`src/hdl/trigger_pkg.sv`:
```
package trigger_pkg;

    // channel structure
    localparam int NUM_CHAN = 8;
    // samples per clock in one channel
    localparam int LANES = 8;

    // signed sample widths at the input and the output of the agc
    localparam int IN_BITS = 12;
    localparam int OUT_BITS = 5;
    // flat per-channel stream words, lane i at bit IN_BITS*i / OUT_BITS*i
    localparam int CHAN_IN_BITS = LANES * IN_BITS;
    localparam int CHAN_OUT_BITS = LANES * OUT_BITS;

    // wishbone bus, channel picked by adr[12:10]
    localparam int WB_ADR_BITS = 22;
    localparam int WB_DAT_BITS = 32;
    localparam int CHAN_SEL_LSB = 10;
    localparam int CHAN_SEL_BITS = 3;
    // register window inside one channel
    localparam int REG_ADR_BITS = 8;

    // gain is unsigned fixed point with 6 fraction bits, so 64 is unity
    localparam int GAIN_BITS = 10;
    localparam int GAIN_FRAC_BITS = 6;
    localparam logic [GAIN_BITS-1:0] GAIN_RESET = GAIN_BITS'(1) << GAIN_FRAC_BITS;

    // datapath widths: sample minus offset, product, product after the shift
    localparam int DIFF_BITS = IN_BITS + 1;
    localparam int PROD_BITS = DIFF_BITS + GAIN_BITS + 1;
    localparam int SCALED_BITS = PROD_BITS - GAIN_FRAC_BITS;
    // saturation limits of the output sample, -16 and 15
    localparam logic signed [OUT_BITS-1:0] OUT_MAX = {1'b0, {(OUT_BITS-1){1'b1}}};
    localparam logic signed [OUT_BITS-1:0] OUT_MIN = {1'b1, {(OUT_BITS-1){1'b0}}};

    // clip counter and the per-word tally that feeds it (0 to LANES)
    localparam int CLIP_BITS = 16;
    localparam int CLIP_ADD_BITS = $clog2(LANES + 1);

    // register byte offsets
    localparam logic [REG_ADR_BITS-1:0] REG_GAIN = REG_ADR_BITS'('h00);
    localparam logic [REG_ADR_BITS-1:0] REG_OFFSET = REG_ADR_BITS'('h04);
    localparam logic [REG_ADR_BITS-1:0] REG_CLIP = REG_ADR_BITS'('h08);

endpackage

```
`src/hdl/wb_chan_decode.sv`:
```
`timescale 1ns/1ps

module wb_chan_decode import trigger_pkg::*; (
    // request side from the master
    input  logic                                wb_cyc_i,
    input  logic [WB_ADR_BITS-1:0]              wb_adr_i,
    // answers from the channel targets
    input  logic [NUM_CHAN-1:0]                 chan_ack_i,
    input  logic [NUM_CHAN-1:0]                 chan_err_i,
    input  logic [NUM_CHAN-1:0][WB_DAT_BITS-1:0] chan_dat_i,
    // one-hot cycle to the channels
    output logic [NUM_CHAN-1:0]                 chan_cyc_o,
    // muxed answer back to the master
    output logic                                wb_ack_o,
    output logic                                wb_err_o,
    output logic [WB_DAT_BITS-1:0]              wb_dat_o
);

    // channel index from the address
    logic [CHAN_SEL_BITS-1:0] chan_idx;

    // only adr[12:10] matter here
    // bits 9:8 and everything above bit 12 are don't care, so windows repeat
    assign chan_idx = wb_adr_i[CHAN_SEL_LSB +: CHAN_SEL_BITS];

    // forward cyc to the one matching channel
    always_comb begin
        chan_cyc_o = '0;
        chan_cyc_o[chan_idx] = wb_cyc_i;
    end

    // answer path
    // master holds the address until ack or err, so the index is stable
    // while the selected target is answering
    // other channels never see cyc and stay quiet anyway
    // masking with cyc drops a stray answer after an aborted cycle
    assign wb_ack_o = wb_cyc_i && chan_ack_i[chan_idx];
    assign wb_err_o = wb_cyc_i && chan_err_i[chan_idx];

    // read data is only meaningful while ack is high
    assign wb_dat_o = chan_dat_i[chan_idx];

endmodule

```
`config.mk`:
```
export PLATFORM = sky130hd
export DESIGN_NAME = wb_chan_decode
export DESIGN_NICKNAME = d
export VERILOG_FILES = /design/src/hdl/trigger_pkg.sv /design/src/hdl/wb_chan_decode.sv
export SDC_FILE = /design/constraint.sdc
export NUM_CORES = 1
export LEC_CHECK = 0
export BUFFER_PORTS_ARGS = -buffer_cell sky130_fd_sc_hd__buf_4
export CAP_MARGIN = 20
export CORE_AREA = 2 2 132 134
export DETAILED_ROUTE_END_ITERATION = 8
export DIE_AREA = 0 0 134 136
export SKIP_LAST_GASP = 1
export SYNTH_ARGS = -nofsm -noshare
export SYNTH_HDL_FRONTEND = slang
export SYNTH_SLANG_ARGS = --single-unit
```
`constraint.sdc`:
```
create_clock -name vclk -period 3.55
set_input_delay 0.1775 -clock vclk [all_inputs]
set_output_delay 0.1775 -clock vclk [all_outputs]
set_load 0.01 [all_outputs]
```
==> flow_summary.json <==
{
  "worstSetupEndpointType": "primary output",
  "hold_viol_final": 0,
  "min_path_type": "input pin to primary output",
  "die_y_um": 136,
  "drcViolationCount": 0,
  "antenna_cells": 0,
  "tightest_slew_ps": 1010,
  "min_delay_path_depth": 3,
  "design.seq.count": 0,
  "setup-tns-final_ps": 0,
  "seq_area_frac_synth": 0,
  "finalMaxSlewViolations": 0,
  "max_freq_ghz": 0.423,
  "pin_count": 337,
  "post_cts_buffers": 0,
  "cts_hold_buffers": 0,
  "arrival_ps": 2190,
  "track_usage": 0.124,
  "syn_nets": 528,
  "post-synth-top-count-cell": "mux2i_1",
  "dp_hpwl_um": 10400,
  "coreArea_mm2": 0.0169,
  "hold_end": "wb_err_o",
  "placed_cell_area_mm2": 0.00491,
  "row_count": 48,
  "post-route-min-period_ps": 2360,
  "netlist_area_mm2": 0.00239,
  "max-slew-margin-rel": 0.327,
  "initial_core_util": 0.142,
  "yosysUniqueCellTypes": 23,
  "yosys.area.top_type": "mux4_1",
  "n_fill_cell": 1815,
  "syn_inst": 233,
  "drt-total-wl_um": 12500,
  "place.gp.congestion": 0.783,
  "syn_avg_cell_area_um2": 10.3,
  "synth_top_area_share": 0.263,
  "dr.pass1.iters": 6,
  "avgViaCountPerCell": 4.36,
  "wire_per_inst_um": 16.7,
  "outcome": "finished, final reports clean",
  "hp-start": "wb_cyc_i",
  "nets": 823,
  "synthTopCellsByCount": "36 x mux2i_1, 24 x mux4_1, 17 x buf_2",
  "grt.overflow.total": 0,
  "leakage_nw": 2.46,
  "postLayoutCellArea_mm2": 0.00491,
  "antenna_found_initial": 0,
  "grt_pass1_wl_um": 18100,
  "crit_type": "input pin to primary output",
  "fin_crit_sh": 0.666,
  "yosysWarnings": 0,
  "area.sequential_um2": 0,
  "powerDensity_mw_per_mm2": 123,
  "ir_drop_v": 0.0000784,
  "synth.top_cells.by_area": "mux4_1 26%, mux2i_1 15%, mux4_2 13%",
  "rsz0062_at_grt": "no",
  "area_growth_pct": 105,
  "fp.dieArea_mm2": 0.0182,
  "ctsResizeCount": 0,
  "grt_max_degree": 51,
  "io_buffers": 318,
  "cp_data_required_time_ps": 3370,
  "vias": 3277,
  "maxCapViolations": 0,
  "grt_pass1_vias": 3369,
  "postRouteAntennaNets": 0,
  "drive_above_1_share": 0.671,
  "die_w_um": 134,
  "crit_fanout": 46,
  "cp-start-kind": "input pin",
  "drt-initial-drc-count": 102,
  "clkbuf_count": 0,
  "setup_viol": 0
}
[area by class of cell]
| class | count | area [µm²] | share of cell area |
|---|---|---|---|
| Timing Repair Buffer | 324 | 2430 | 0.495 |
| Tap cell | 225 | 282 | 0.0573 |
| Multi-Input combinational cell | 187 | 2140 | 0.436 |
| Inverter | 15 | 56.3 | 0.0115 |
[critical path: stages]
cell and delay (ps):
buf_4 450, and2_0 870, a22oi_1 270, o211ai_1 240, buf_4 160
[per-stage QoR]
step | util | instances | hold WS [ps] | power [W] | setup WS, ps
after floorplan | - | 233 | 492 | 0.000266 | 2100
after global placement | 0.291 | 751 | 745 | 0.000603 | 1120
after detailed placement | 0.291 | 751 | 746 | 0.000610 | 1120
after CTS | 0.291 | 751 | 759 | 0.000612 | 1110
after global routing | 0.291 | 751 | 783 | 0.000650 | 1010
final | 0.291 | 751 | 734 | 0.000605 | 1190
[where the power goes]
part           internal [W]  leakage [nW]  total, W  switching, W
clock network             0             0         0             0
logic              0.000391          2.46  0.000605      0.000214
registers                 0             0         0             0
total              0.000391          2.46  0.000605      0.000214
[kinds of logic after synthesis]
family	after synthesis	synth area share
muxes	89	0.616
AOI/OAI and AO/OA	70	0.228
and+or+nand+nor	28	0.0512
buffers and inverters	46	0.105
[layer usage]
metal  vias to the layer above  part of all wire  global-route usage  wire length, µm
li1                       1574                 -                   -                -
met1                      1548              0.41               0.155             5090
met2                       143              0.52               0.230             6490
met3                        12             0.067              0.0213              834
met4                         0            0.0085              0.0112              106
met5                         -                 0                   0                0
[how the worst max path moves through the flow]
stage                  from      endpoint  slack, ps
4_1_cts        wb_adr_i[12]  wb_dat_o[17]       1110
6_report       wb_adr_i[12]  wb_dat_o[17]       1190
2_1_floorplan  wb_adr_i[10]  wb_dat_o[13]       2100
3_3_place_gp   wb_adr_i[12]  wb_dat_o[17]       1120
5_1_grt        wb_adr_i[12]  wb_dat_o[17]       1010
3_5_place_dp   wb_adr_i[12]  wb_dat_o[17]       1120
[cells in the final DEF (no fill, tap or decap), types with 14 or more instances in the layout]
cell type | synthesis | layout
buf_4 | 4 | 324
mux2i_1 | 36 | 36
mux4_1 | 24 | 24
inv_1 | 15 | 15
mux2_2 | 15 | 15
mux4_2 | 14 | 14
a22oi_1 | 14 | 14
o32a_1 | 14 | 14
a211o_1 | 14 | 14
o211ai_1 | 14 | 14
(Power assumes the default switching activity.)
