$ cat src/hdl/trigger_pkg.sv
package trigger_pkg;

    // channel structure
    localparam int NUM_CHAN = 8;
    // samples per clock in one channel
    localparam int LANES = 8;

    // signed sample widths at the input and the output of the agc
    localparam int IN_BITS = 12;
    localparam int OUT_BITS = 5;
    // flat per-channel stream words, lane i at bit IN_BITS*i / OUT_BITS*i
    localparam int CHAN_IN_BITS = LANES * IN_BITS;
    localparam int CHAN_OUT_BITS = LANES * OUT_BITS;

    // wishbone bus, channel picked by adr[12:10]
    localparam int WB_ADR_BITS = 22;
    localparam int WB_DAT_BITS = 32;
    localparam int CHAN_SEL_LSB = 10;
    localparam int CHAN_SEL_BITS = 3;
    // register window inside one channel
    localparam int REG_ADR_BITS = 8;

    // gain is unsigned fixed point with 6 fraction bits, so 64 is unity
    localparam int GAIN_BITS = 10;
    localparam int GAIN_FRAC_BITS = 6;
    localparam logic [GAIN_BITS-1:0] GAIN_RESET = GAIN_BITS'(1) << GAIN_FRAC_BITS;

    // datapath widths: sample minus offset, product, product after the shift
    localparam int DIFF_BITS = IN_BITS + 1;
    localparam int PROD_BITS = DIFF_BITS + GAIN_BITS + 1;
    localparam int SCALED_BITS = PROD_BITS - GAIN_FRAC_BITS;
    // saturation limits of the output sample, -16 and 15
    localparam logic signed [OUT_BITS-1:0] OUT_MAX = {1'b0, {(OUT_BITS-1){1'b1}}};
    localparam logic signed [OUT_BITS-1:0] OUT_MIN = {1'b1, {(OUT_BITS-1){1'b0}}};

    // clip counter and the per-word tally that feeds it (0 to LANES)
    localparam int CLIP_BITS = 16;
    localparam int CLIP_ADD_BITS = $clog2(LANES + 1);

    // register byte offsets
    localparam logic [REG_ADR_BITS-1:0] REG_GAIN = REG_ADR_BITS'('h00);
    localparam logic [REG_ADR_BITS-1:0] REG_OFFSET = REG_ADR_BITS'('h04);
    localparam logic [REG_ADR_BITS-1:0] REG_CLIP = REG_ADR_BITS'('h08);

endpackage

$ cat src/hdl/agc_regs.sv
`timescale 1ns/1ps

module agc_regs import trigger_pkg::*; (
    input  logic                      aclk,
    input  logic                      rst_i,
    // wishbone target, cyc already decoded for this channel
    input  logic                      cyc_i,
    input  logic                      stb_i,
    input  logic                      we_i,
    input  logic [REG_ADR_BITS-1:0]   adr_i,
    input  logic [WB_DAT_BITS-1:0]    dat_i,
    // clipped lanes in the word now leaving the scaler
    input  logic [CLIP_ADD_BITS-1:0]  clip_add_i,
    output logic                      ack_o,
    output logic                      err_o,
    output logic [WB_DAT_BITS-1:0]    dat_o,
    // settings to the scaler
    output logic [GAIN_BITS-1:0]      gain_o,
    output logic signed [IN_BITS-1:0] offset_o
);

    // new request seen this cycle
    logic req;
    // offset maps to a register
    logic hit;
    // accepted write
    logic wr;
    // software clear of the clip counter
    logic clip_clr;
    // one extra bit to catch counter overflow
    logic [CLIP_BITS:0] clip_sum;
    logic [CLIP_BITS-1:0] clip_cnt;
    // read value for the current offset
    logic [WB_DAT_BITS-1:0] rd_dat;

    // no new request while answering
    // master still holds cyc/stb during the answer cycle
    assign req = cyc_i && stb_i && !ack_o && !err_o;
    assign wr = req && we_i && hit;
    assign clip_clr = wr && (adr_i == REG_CLIP);

    // register decode and read mux
    always_comb begin
        hit = 1'b1;
        rd_dat = '0;
        case (adr_i)
            // gain zero-extended
            REG_GAIN:   rd_dat = WB_DAT_BITS'(gain_o);
            // offset is signed, cast keeps the sign
            REG_OFFSET: rd_dat = WB_DAT_BITS'(offset_o);
            REG_CLIP:   rd_dat = WB_DAT_BITS'(clip_cnt);
            // unmapped offset, answer with err
            default:    hit = 1'b0;
        endcase
    end

    // handshake and settings registers
    always_ff @(posedge aclk) begin
        if (rst_i) begin
            ack_o <= 1'b0;
            err_o <= 1'b0;
            gain_o <= GAIN_RESET;
            offset_o <= '0;
        end else begin
            // answer one cycle after the request
            ack_o <= req && hit;
            err_o <= req && !hit;
            // write data lands on the request edge, in use from the ack cycle
            if (wr && (adr_i == REG_GAIN)) begin
                gain_o <= dat_i[GAIN_BITS-1:0];
            end
            if (wr && (adr_i == REG_OFFSET)) begin
                offset_o <= dat_i[IN_BITS-1:0];
            end
        end
    end

    // read data captured with the request, valid with ack
    // clip value here covers words out of the scaler up to the previous cycle
    always_ff @(posedge aclk) begin
        if (req) begin
            dat_o <= rd_dat;
        end
    end

    // clip counter, saturating
    assign clip_sum = {1'b0, clip_cnt} + (CLIP_BITS + 1)'(clip_add_i);

    always_ff @(posedge aclk) begin
        // clear wins over the increment
        if (rst_i || clip_clr) begin
            clip_cnt <= '0;
        end else if (clip_sum[CLIP_BITS]) begin
            clip_cnt <= '1;
        end else begin
            clip_cnt <= clip_sum[CLIP_BITS-1:0];
        end
    end

endmodule

$ cat src/hdl/agc_scale.sv
`timescale 1ns/1ps

module agc_scale import trigger_pkg::*; (
    input  logic                           aclk,
    input  logic                           rst_i,
    // eight signed samples per clock
    input  logic [LANES-1:0][IN_BITS-1:0]  dat_i,
    input  logic [GAIN_BITS-1:0]           gain_i,
    input  logic signed [IN_BITS-1:0]      offset_i,
    // eight saturated samples, two cycles after dat_i
    output logic [LANES-1:0][OUT_BITS-1:0] dat_o,
    // clipped lanes in the word at dat_o
    output logic [CLIP_ADD_BITS-1:0]       clip_add_o
);

    // stage 1 registers
    logic signed [DIFF_BITS-1:0] diff_q [LANES];
    // gain travels with its word so both settings come from the same cycle
    logic [GAIN_BITS-1:0] gain_q;
    // gain as a positive signed operand
    logic signed [PROD_BITS-1:0] gain_ext;

    // stage 2 combinational path
    logic signed [PROD_BITS-1:0] prod [LANES];
    logic signed [SCALED_BITS-1:0] scaled [LANES];
    logic [LANES-1:0][OUT_BITS-1:0] lane_sat;
    logic [LANES-1:0] lane_clip;
    logic [CLIP_ADD_BITS-1:0] clip_sum;

    // stage 1: remove the offset
    // 13 bits hold any 12-bit sample minus any 12-bit offset
    always_ff @(posedge aclk) begin
        for (int i = 0; i < LANES; i++) begin
            diff_q[i] <= DIFF_BITS'($signed(dat_i[i])) - DIFF_BITS'(offset_i);
        end
        gain_q <= gain_i;
    end

    assign gain_ext = $signed({{(PROD_BITS - GAIN_BITS){1'b0}}, gain_q});

    // stage 2: multiply per lane
    for (genvar g = 0; g < LANES; g++) begin : g_lane
        assign prod[g] = PROD_BITS'(diff_q[g]) * gain_ext;
        // dropping the fraction bits is an arithmetic shift
        // rounds toward minus infinity
        assign scaled[g] = prod[g][PROD_BITS-1:GAIN_FRAC_BITS];
    end

    // clamp to -16..15 and count the lanes that were clamped
    always_comb begin
        clip_sum = '0;
        for (int i = 0; i < LANES; i++) begin
            if (scaled[i] > SCALED_BITS'(OUT_MAX)) begin
                lane_sat[i] = OUT_MAX;
                lane_clip[i] = 1'b1;
            end else if (scaled[i] < SCALED_BITS'(OUT_MIN)) begin
                lane_sat[i] = OUT_MIN;
                lane_clip[i] = 1'b1;
            end else begin
                // in range, low bits are the value
                lane_sat[i] = scaled[i][OUT_BITS-1:0];
                lane_clip[i] = 1'b0;
            end
            clip_sum = clip_sum + CLIP_ADD_BITS'(lane_clip[i]);
        end
    end

    // stage 2 registers, tally aligned with its word
    always_ff @(posedge aclk) begin
        if (rst_i) begin
            dat_o <= '0;
            clip_add_o <= '0;
        end else begin
            dat_o <= lane_sat;
            clip_add_o <= clip_sum;
        end
    end

endmodule

$ cat src/hdl/trigger_chain.sv
`timescale 1ns/1ps

module trigger_chain import trigger_pkg::*; (
    input  logic                      aclk,
    input  logic                      rst_i,
    // per-channel register bus
    input  logic                      wb_cyc_i,
    input  logic                      wb_stb_i,
    input  logic                      wb_we_i,
    input  logic [REG_ADR_BITS-1:0]   wb_adr_i,
    input  logic [WB_DAT_BITS-1:0]    wb_dat_i,
    output logic                      wb_ack_o,
    output logic                      wb_err_o,
    output logic [WB_DAT_BITS-1:0]    wb_dat_o,
    // sample stream, 96 bits in and 40 bits out
    input  logic [CHAN_IN_BITS-1:0]   dat_i,
    output logic [CHAN_OUT_BITS-1:0]  dat_o
);

    // settings from the registers
    logic [GAIN_BITS-1:0] gain;
    logic signed [IN_BITS-1:0] offset;
    // clip tally back to the counter
    logic [CLIP_ADD_BITS-1:0] clip_add;
    // lane views of the stream words
    logic [LANES-1:0][IN_BITS-1:0] lane_in;
    logic [LANES-1:0][OUT_BITS-1:0] lane_out;

    // lane i sits at bit 12*i in, 5*i out
    for (genvar l = 0; l < LANES; l++) begin : g_lane_map
        assign lane_in[l] = dat_i[IN_BITS*l +: IN_BITS];
        assign dat_o[OUT_BITS*l +: OUT_BITS] = lane_out[l];
    end

    agc_regs i_agc_regs (
        .aclk       (aclk),
        .rst_i      (rst_i),
        .cyc_i      (wb_cyc_i),
        .stb_i      (wb_stb_i),
        .we_i       (wb_we_i),
        .adr_i      (wb_adr_i),
        .dat_i      (wb_dat_i),
        .clip_add_i (clip_add),
        .ack_o      (wb_ack_o),
        .err_o      (wb_err_o),
        .dat_o      (wb_dat_o),
        .gain_o     (gain),
        .offset_o   (offset)
    );

    agc_scale i_agc_scale (
        .aclk       (aclk),
        .rst_i      (rst_i),
        .dat_i      (lane_in),
        .gain_i     (gain),
        .offset_i   (offset),
        .dat_o      (lane_out),
        .clip_add_o (clip_add)
    );

endmodule

$ cat config.mk
export PLATFORM = sky130hd
export DESIGN_NAME = trigger_chain
export DESIGN_NICKNAME = d
export VERILOG_FILES = /design/src/hdl/trigger_pkg.sv /design/src/hdl/agc_regs.sv /design/src/hdl/agc_scale.sv /design/src/hdl/trigger_chain.sv
export SDC_FILE = /design/constraint.sdc
export NUM_CORES = 2
export LEC_CHECK = 0
export BUFFER_PORTS_ARGS = -buffer_cell sky130_fd_sc_hd__buf_2
export CORE_ASPECT_RATIO = 0.7
export CORE_UTILIZATION = 45
export CTS_CLUSTER_SIZE = 30
export DETAILED_ROUTE_END_ITERATION = 12
export SETUP_SLACK_MARGIN = 0.15
export SLEW_MARGIN = 20
export SYNTH_ARGS = -nofsm -noshare
export SYNTH_HDL_FRONTEND = slang
export SYNTH_SLANG_ARGS = --single-unit
$ cat constraint.sdc
create_clock -name aclk -period 24.2 [get_ports aclk]
set_input_delay 2.42 -clock aclk [delete_from_list [all_inputs] [get_ports aclk]]
set_output_delay 2.42 -clock aclk [all_outputs]
set_load 0.05 [all_outputs]
==> results by group <==
Synthesis
  • Xor and xnor area share after synthesis: between 3 and 4%
  • Seq/Total Area, Yosys: approximately 8.5%
  • Post-Syn Instances: between 6,000 and 7,000
  • Synthesis Warnings: 0
  • Post-synth ARST share: 0%
  • Count of cell types in the netlist: between 90 and 100
  • Post-Syn Area: 0.05273 mm^2
  • Main synth FF type: dfxtp_1
  • Post-synth EDFFs: 17
  • Post-synth top area share: between 30% and 40%
  • Cell taking the most area after synthesis: fa_1
  • Synth Area in Compound Gates: a little under a tenth
  • Main combinational cell family by area after synthesis: adder cells
  • Synth area leaders: fa_1, ha_1, inv_1
  • Syn avg cell area: roughly 8.6 um^2
  • Adder-Cell Fraction of Synth Area: between 40% and 50%
  • Syn nets: about 7,800
  • Post-synthesis register bit count: roughly 220
  • Post-Synth Simple-Gate Area: approximately 17%
  • Multiplexer share of the synthesized area: 0.4983%

Floorplan
  • Placeable Area: 0.1156 mm^2
  • Core Rows: between 100 and 150
  • Die width: a little over 400 um
  • Initial Utilization: ~46%
  • Die footprint: 0.1186 mm^2
  • Ports: 215
  • Die Ht: between 200 and 300 um

Cells and area
  • Design area: between 0.05 and 0.06 mm^2
  • Layout Nets: 7,754
  • Layout area overhead: 5.913%
  • Ratio of cells with drive above 1 in the final layout: under 10%
  • Post-route insts no fill: 7,683

Flow run
  • Max-cap check violation count: 0

Placed design
  • GPL Wtd Cong: 0.8947
  • Dpl cell area: approximately 0.055 mm^2
  • Post-DP HPWL: 111,000 um
  • Dpl cells: approximately 7,600
  • Buffers on Ports: slightly below 200

Worst setup path
  • Startpoint types: flip-flop
  • Most frequent CP cell: fa_1
  • Worst Path Required: between 20 and 25 ns
  • Endpoint type of the worst setup path: flip-flop
  • CP Max Fanout: 61
  • Slowest CP cell: dfxtp_4
  • Worst EP arrival: between 10 and 15 ns
  • Max incr delay on CP: between 0.9 and 1 ns
  • Setup CP Type: reg2reg

CTS
  • Worst-Skew Late Latency: between 0.6 and 0.7 ns
  • CTS HTree Levels: 1
  • Clock Tree Buf Depth: 3
  • CTS Sinks: between 200 and 250
  • Clock root buffer: clkbuf_16
  • Resize count post-CTS: 0
  • Total CTS buffers: 29
  • Cts hold-fix bufs: 0
  • Clock Pin Slew Worst Setup and Hold Paths: around 0.060 ns
  • CTS tree: done
  • Postcts setup bufs: 0

STA
  • Worst-Margin Slew: between 1 and 1.5 ns
  • Post-route clock period utilization: 40.13%
  • RSZ-0062 raised after global routing: no
  • Fmax: between 100 and 150 MHz
  • Rel. slew slack: 27.13%
  • Final hold violation count: 0
  • Minimum clock period: 9.712 ns
  • Setup TNS: 0 ns
  • Setup violators final: 0
  • Final Max Tran Viols: 0
  • Final Skew: between 0.02 and 0.03 ns

GRT
  • First-pass GRT wire length: roughly 220,000 um
  • Largest net degree at the start of global routing: 73
  • Initial antenna violation count: 4
  • Grt total ovfl: 0
  • Vias in the first global route: slightly above 40,000
  • GRT Resource Usage Total: between 20% and 30%

Route
  • TritonRoute pass-1 iters: 5
  • 1st-iter DRT viols: 2,409
  • Drt via density: approximately 5.2
  • Post-route ant nets: 0
  • Wire per inst: roughly 18 um
  • Via count: roughly 40,000
  • WL final: roughly 140,000 um
  • DR DRC count: 0

Pwr
  • Leak: 0.02796 uW
  • Total power divided by cell area: around 24 mW/mm^2
  • Peak VDD IR: ~68 uV

Run status
  • Status: finished, final reports clean

Worst hold path
  • Hold Crit Class: reg2reg
## metal layers
| layer | routed length (um) | track usage (%) | vias up |
|---|---|---|---|
| met3 | 9437 | 3.862 | 102 |
| met1 | 70000 | 37.75 | 19830 |
| met5 | 0 | 0 | - |
| li1 | - | - | 18880 |
| met4 | 2820 | 4.647 | 0 |
| met2 | 55420 | 34.13 | 1055 |
## kinds of logic (layout without fill, tap and decap cells)
family | Yosys count | count (layout)
mux | 26 | 26
compound gates | 756 | 756
buf+inv | 1671 | 1681
xor+xnor | 209 | 209
simple gates | 1765 | 1765
fa+ha+maj | 1492 | 1492
flops | 215 | 215
other cells | 0 | 2
## placed cells by master (no fill, tap or decap), drive strengths merged, types with 45 or more instances in the layout
| cell | n |
|---|---|
| a21oi | 235 |
| and2 | 512 |
| buf | 223 |
| dfxtp | 198 |
| fa | 973 |
| ha | 519 |
| inv | 1410 |
| nand2 | 725 |
| nand3 | 49 |
| nor2 | 203 |
| nor2b | 45 |
| nor3 | 47 |
| o21ai | 147 |
| xnor2 | 143 |
| xor2 | 66 |
## power breakdown
part / switching (uW) / internal [uW] / total, uW
Combinational: 239 / 147 / 386
Sequential: 66.5 / 382 / 449
Clock: 208 / 274 / 481
Total: 514 / 803 / 1320
## worst paths after layout
path / startpoint / to / slack, ns / cells after the start
worst min-delay path: i_agc_regs.gain_o[5] / i_agc_scale.gain_q[5] / 0.36 / 0
worst max register to register: i_agc_scale.gain_q[4] / i_agc_scale.clip_add_o[2] / 14.49 / 29
worst min register to register: i_agc_regs.gain_o[5] / i_agc_scale.gain_q[5] / 0.36 / 0
worst max-delay path: i_agc_scale.gain_q[4] / i_agc_scale.clip_add_o[2] / 14.49 / 29
## Yosys cell counts (all sizes together) (77+ instances only)
master,instances
a21oi,235
and2,512
buf,77
clkbuf,190
dfxtp,198
fa,973
ha,519
inv,1404
nand2,725
nor2,203
o21ai,147
xnor2,143
## worst max-delay path: cells and delay by family (launching register included)
family,cells,cell delay [ns]
AOI/OAI and AO/OA,1,0.31
xor gates and xnor gates,1,0.17
adders and majority gates,11,4.94
buffers and inverters,7,1.02
DFF,1,0.92
muxes,1,0.13
and+or+nand+nor,8,2.01
## area by class of cell
class	instances	area (um^2)
diodes	2	5.005
clock buffers	35	808.3
clock inverters	19	230.2
fillers	11160	59700
inverters	1404	5270
multi-input cells	4248	41910
flip-flops and latches	215	4512
well taps	1537	1923
repair buffers	223	1191
## state kept, by name (all words and copies together), names as in the netlist
signal	flops
i_agc_scale.clip_add_o	4
i_agc_regs.offset_o	12
i_agc_scale.dat_o	40
i_agc_regs.gain_o	10
i_agc_scale.gain_q	10
i_agc_scale.diff_q	104
i_agc_regs.ack_o	1
i_agc_regs.dat_o	17
i_agc_regs.err_o	1
i_agc_regs.clip_cnt	16
## through the flow
| stage | hold slack (ns) | utilization, % | power (uW) | setup slack (ns) |
|---|---|---|---|---|
| floorplan | 0.3502 | - | 717.9 | 16.13 |
| global route | 0.3635 | 48.33 | 1395 | 13.99 |
| global placement | 0.3454 | 47.43 | 834.2 | 14.63 |
| detailed placement | 0.3484 | 47.43 | 837.5 | 14.55 |
| finish | 0.3562 | 48.34 | 1317 | 14.49 |
| CTS | 0.3573 | 48.33 | 1329 | 14.49 |
(Power assumes the default switching activity.)
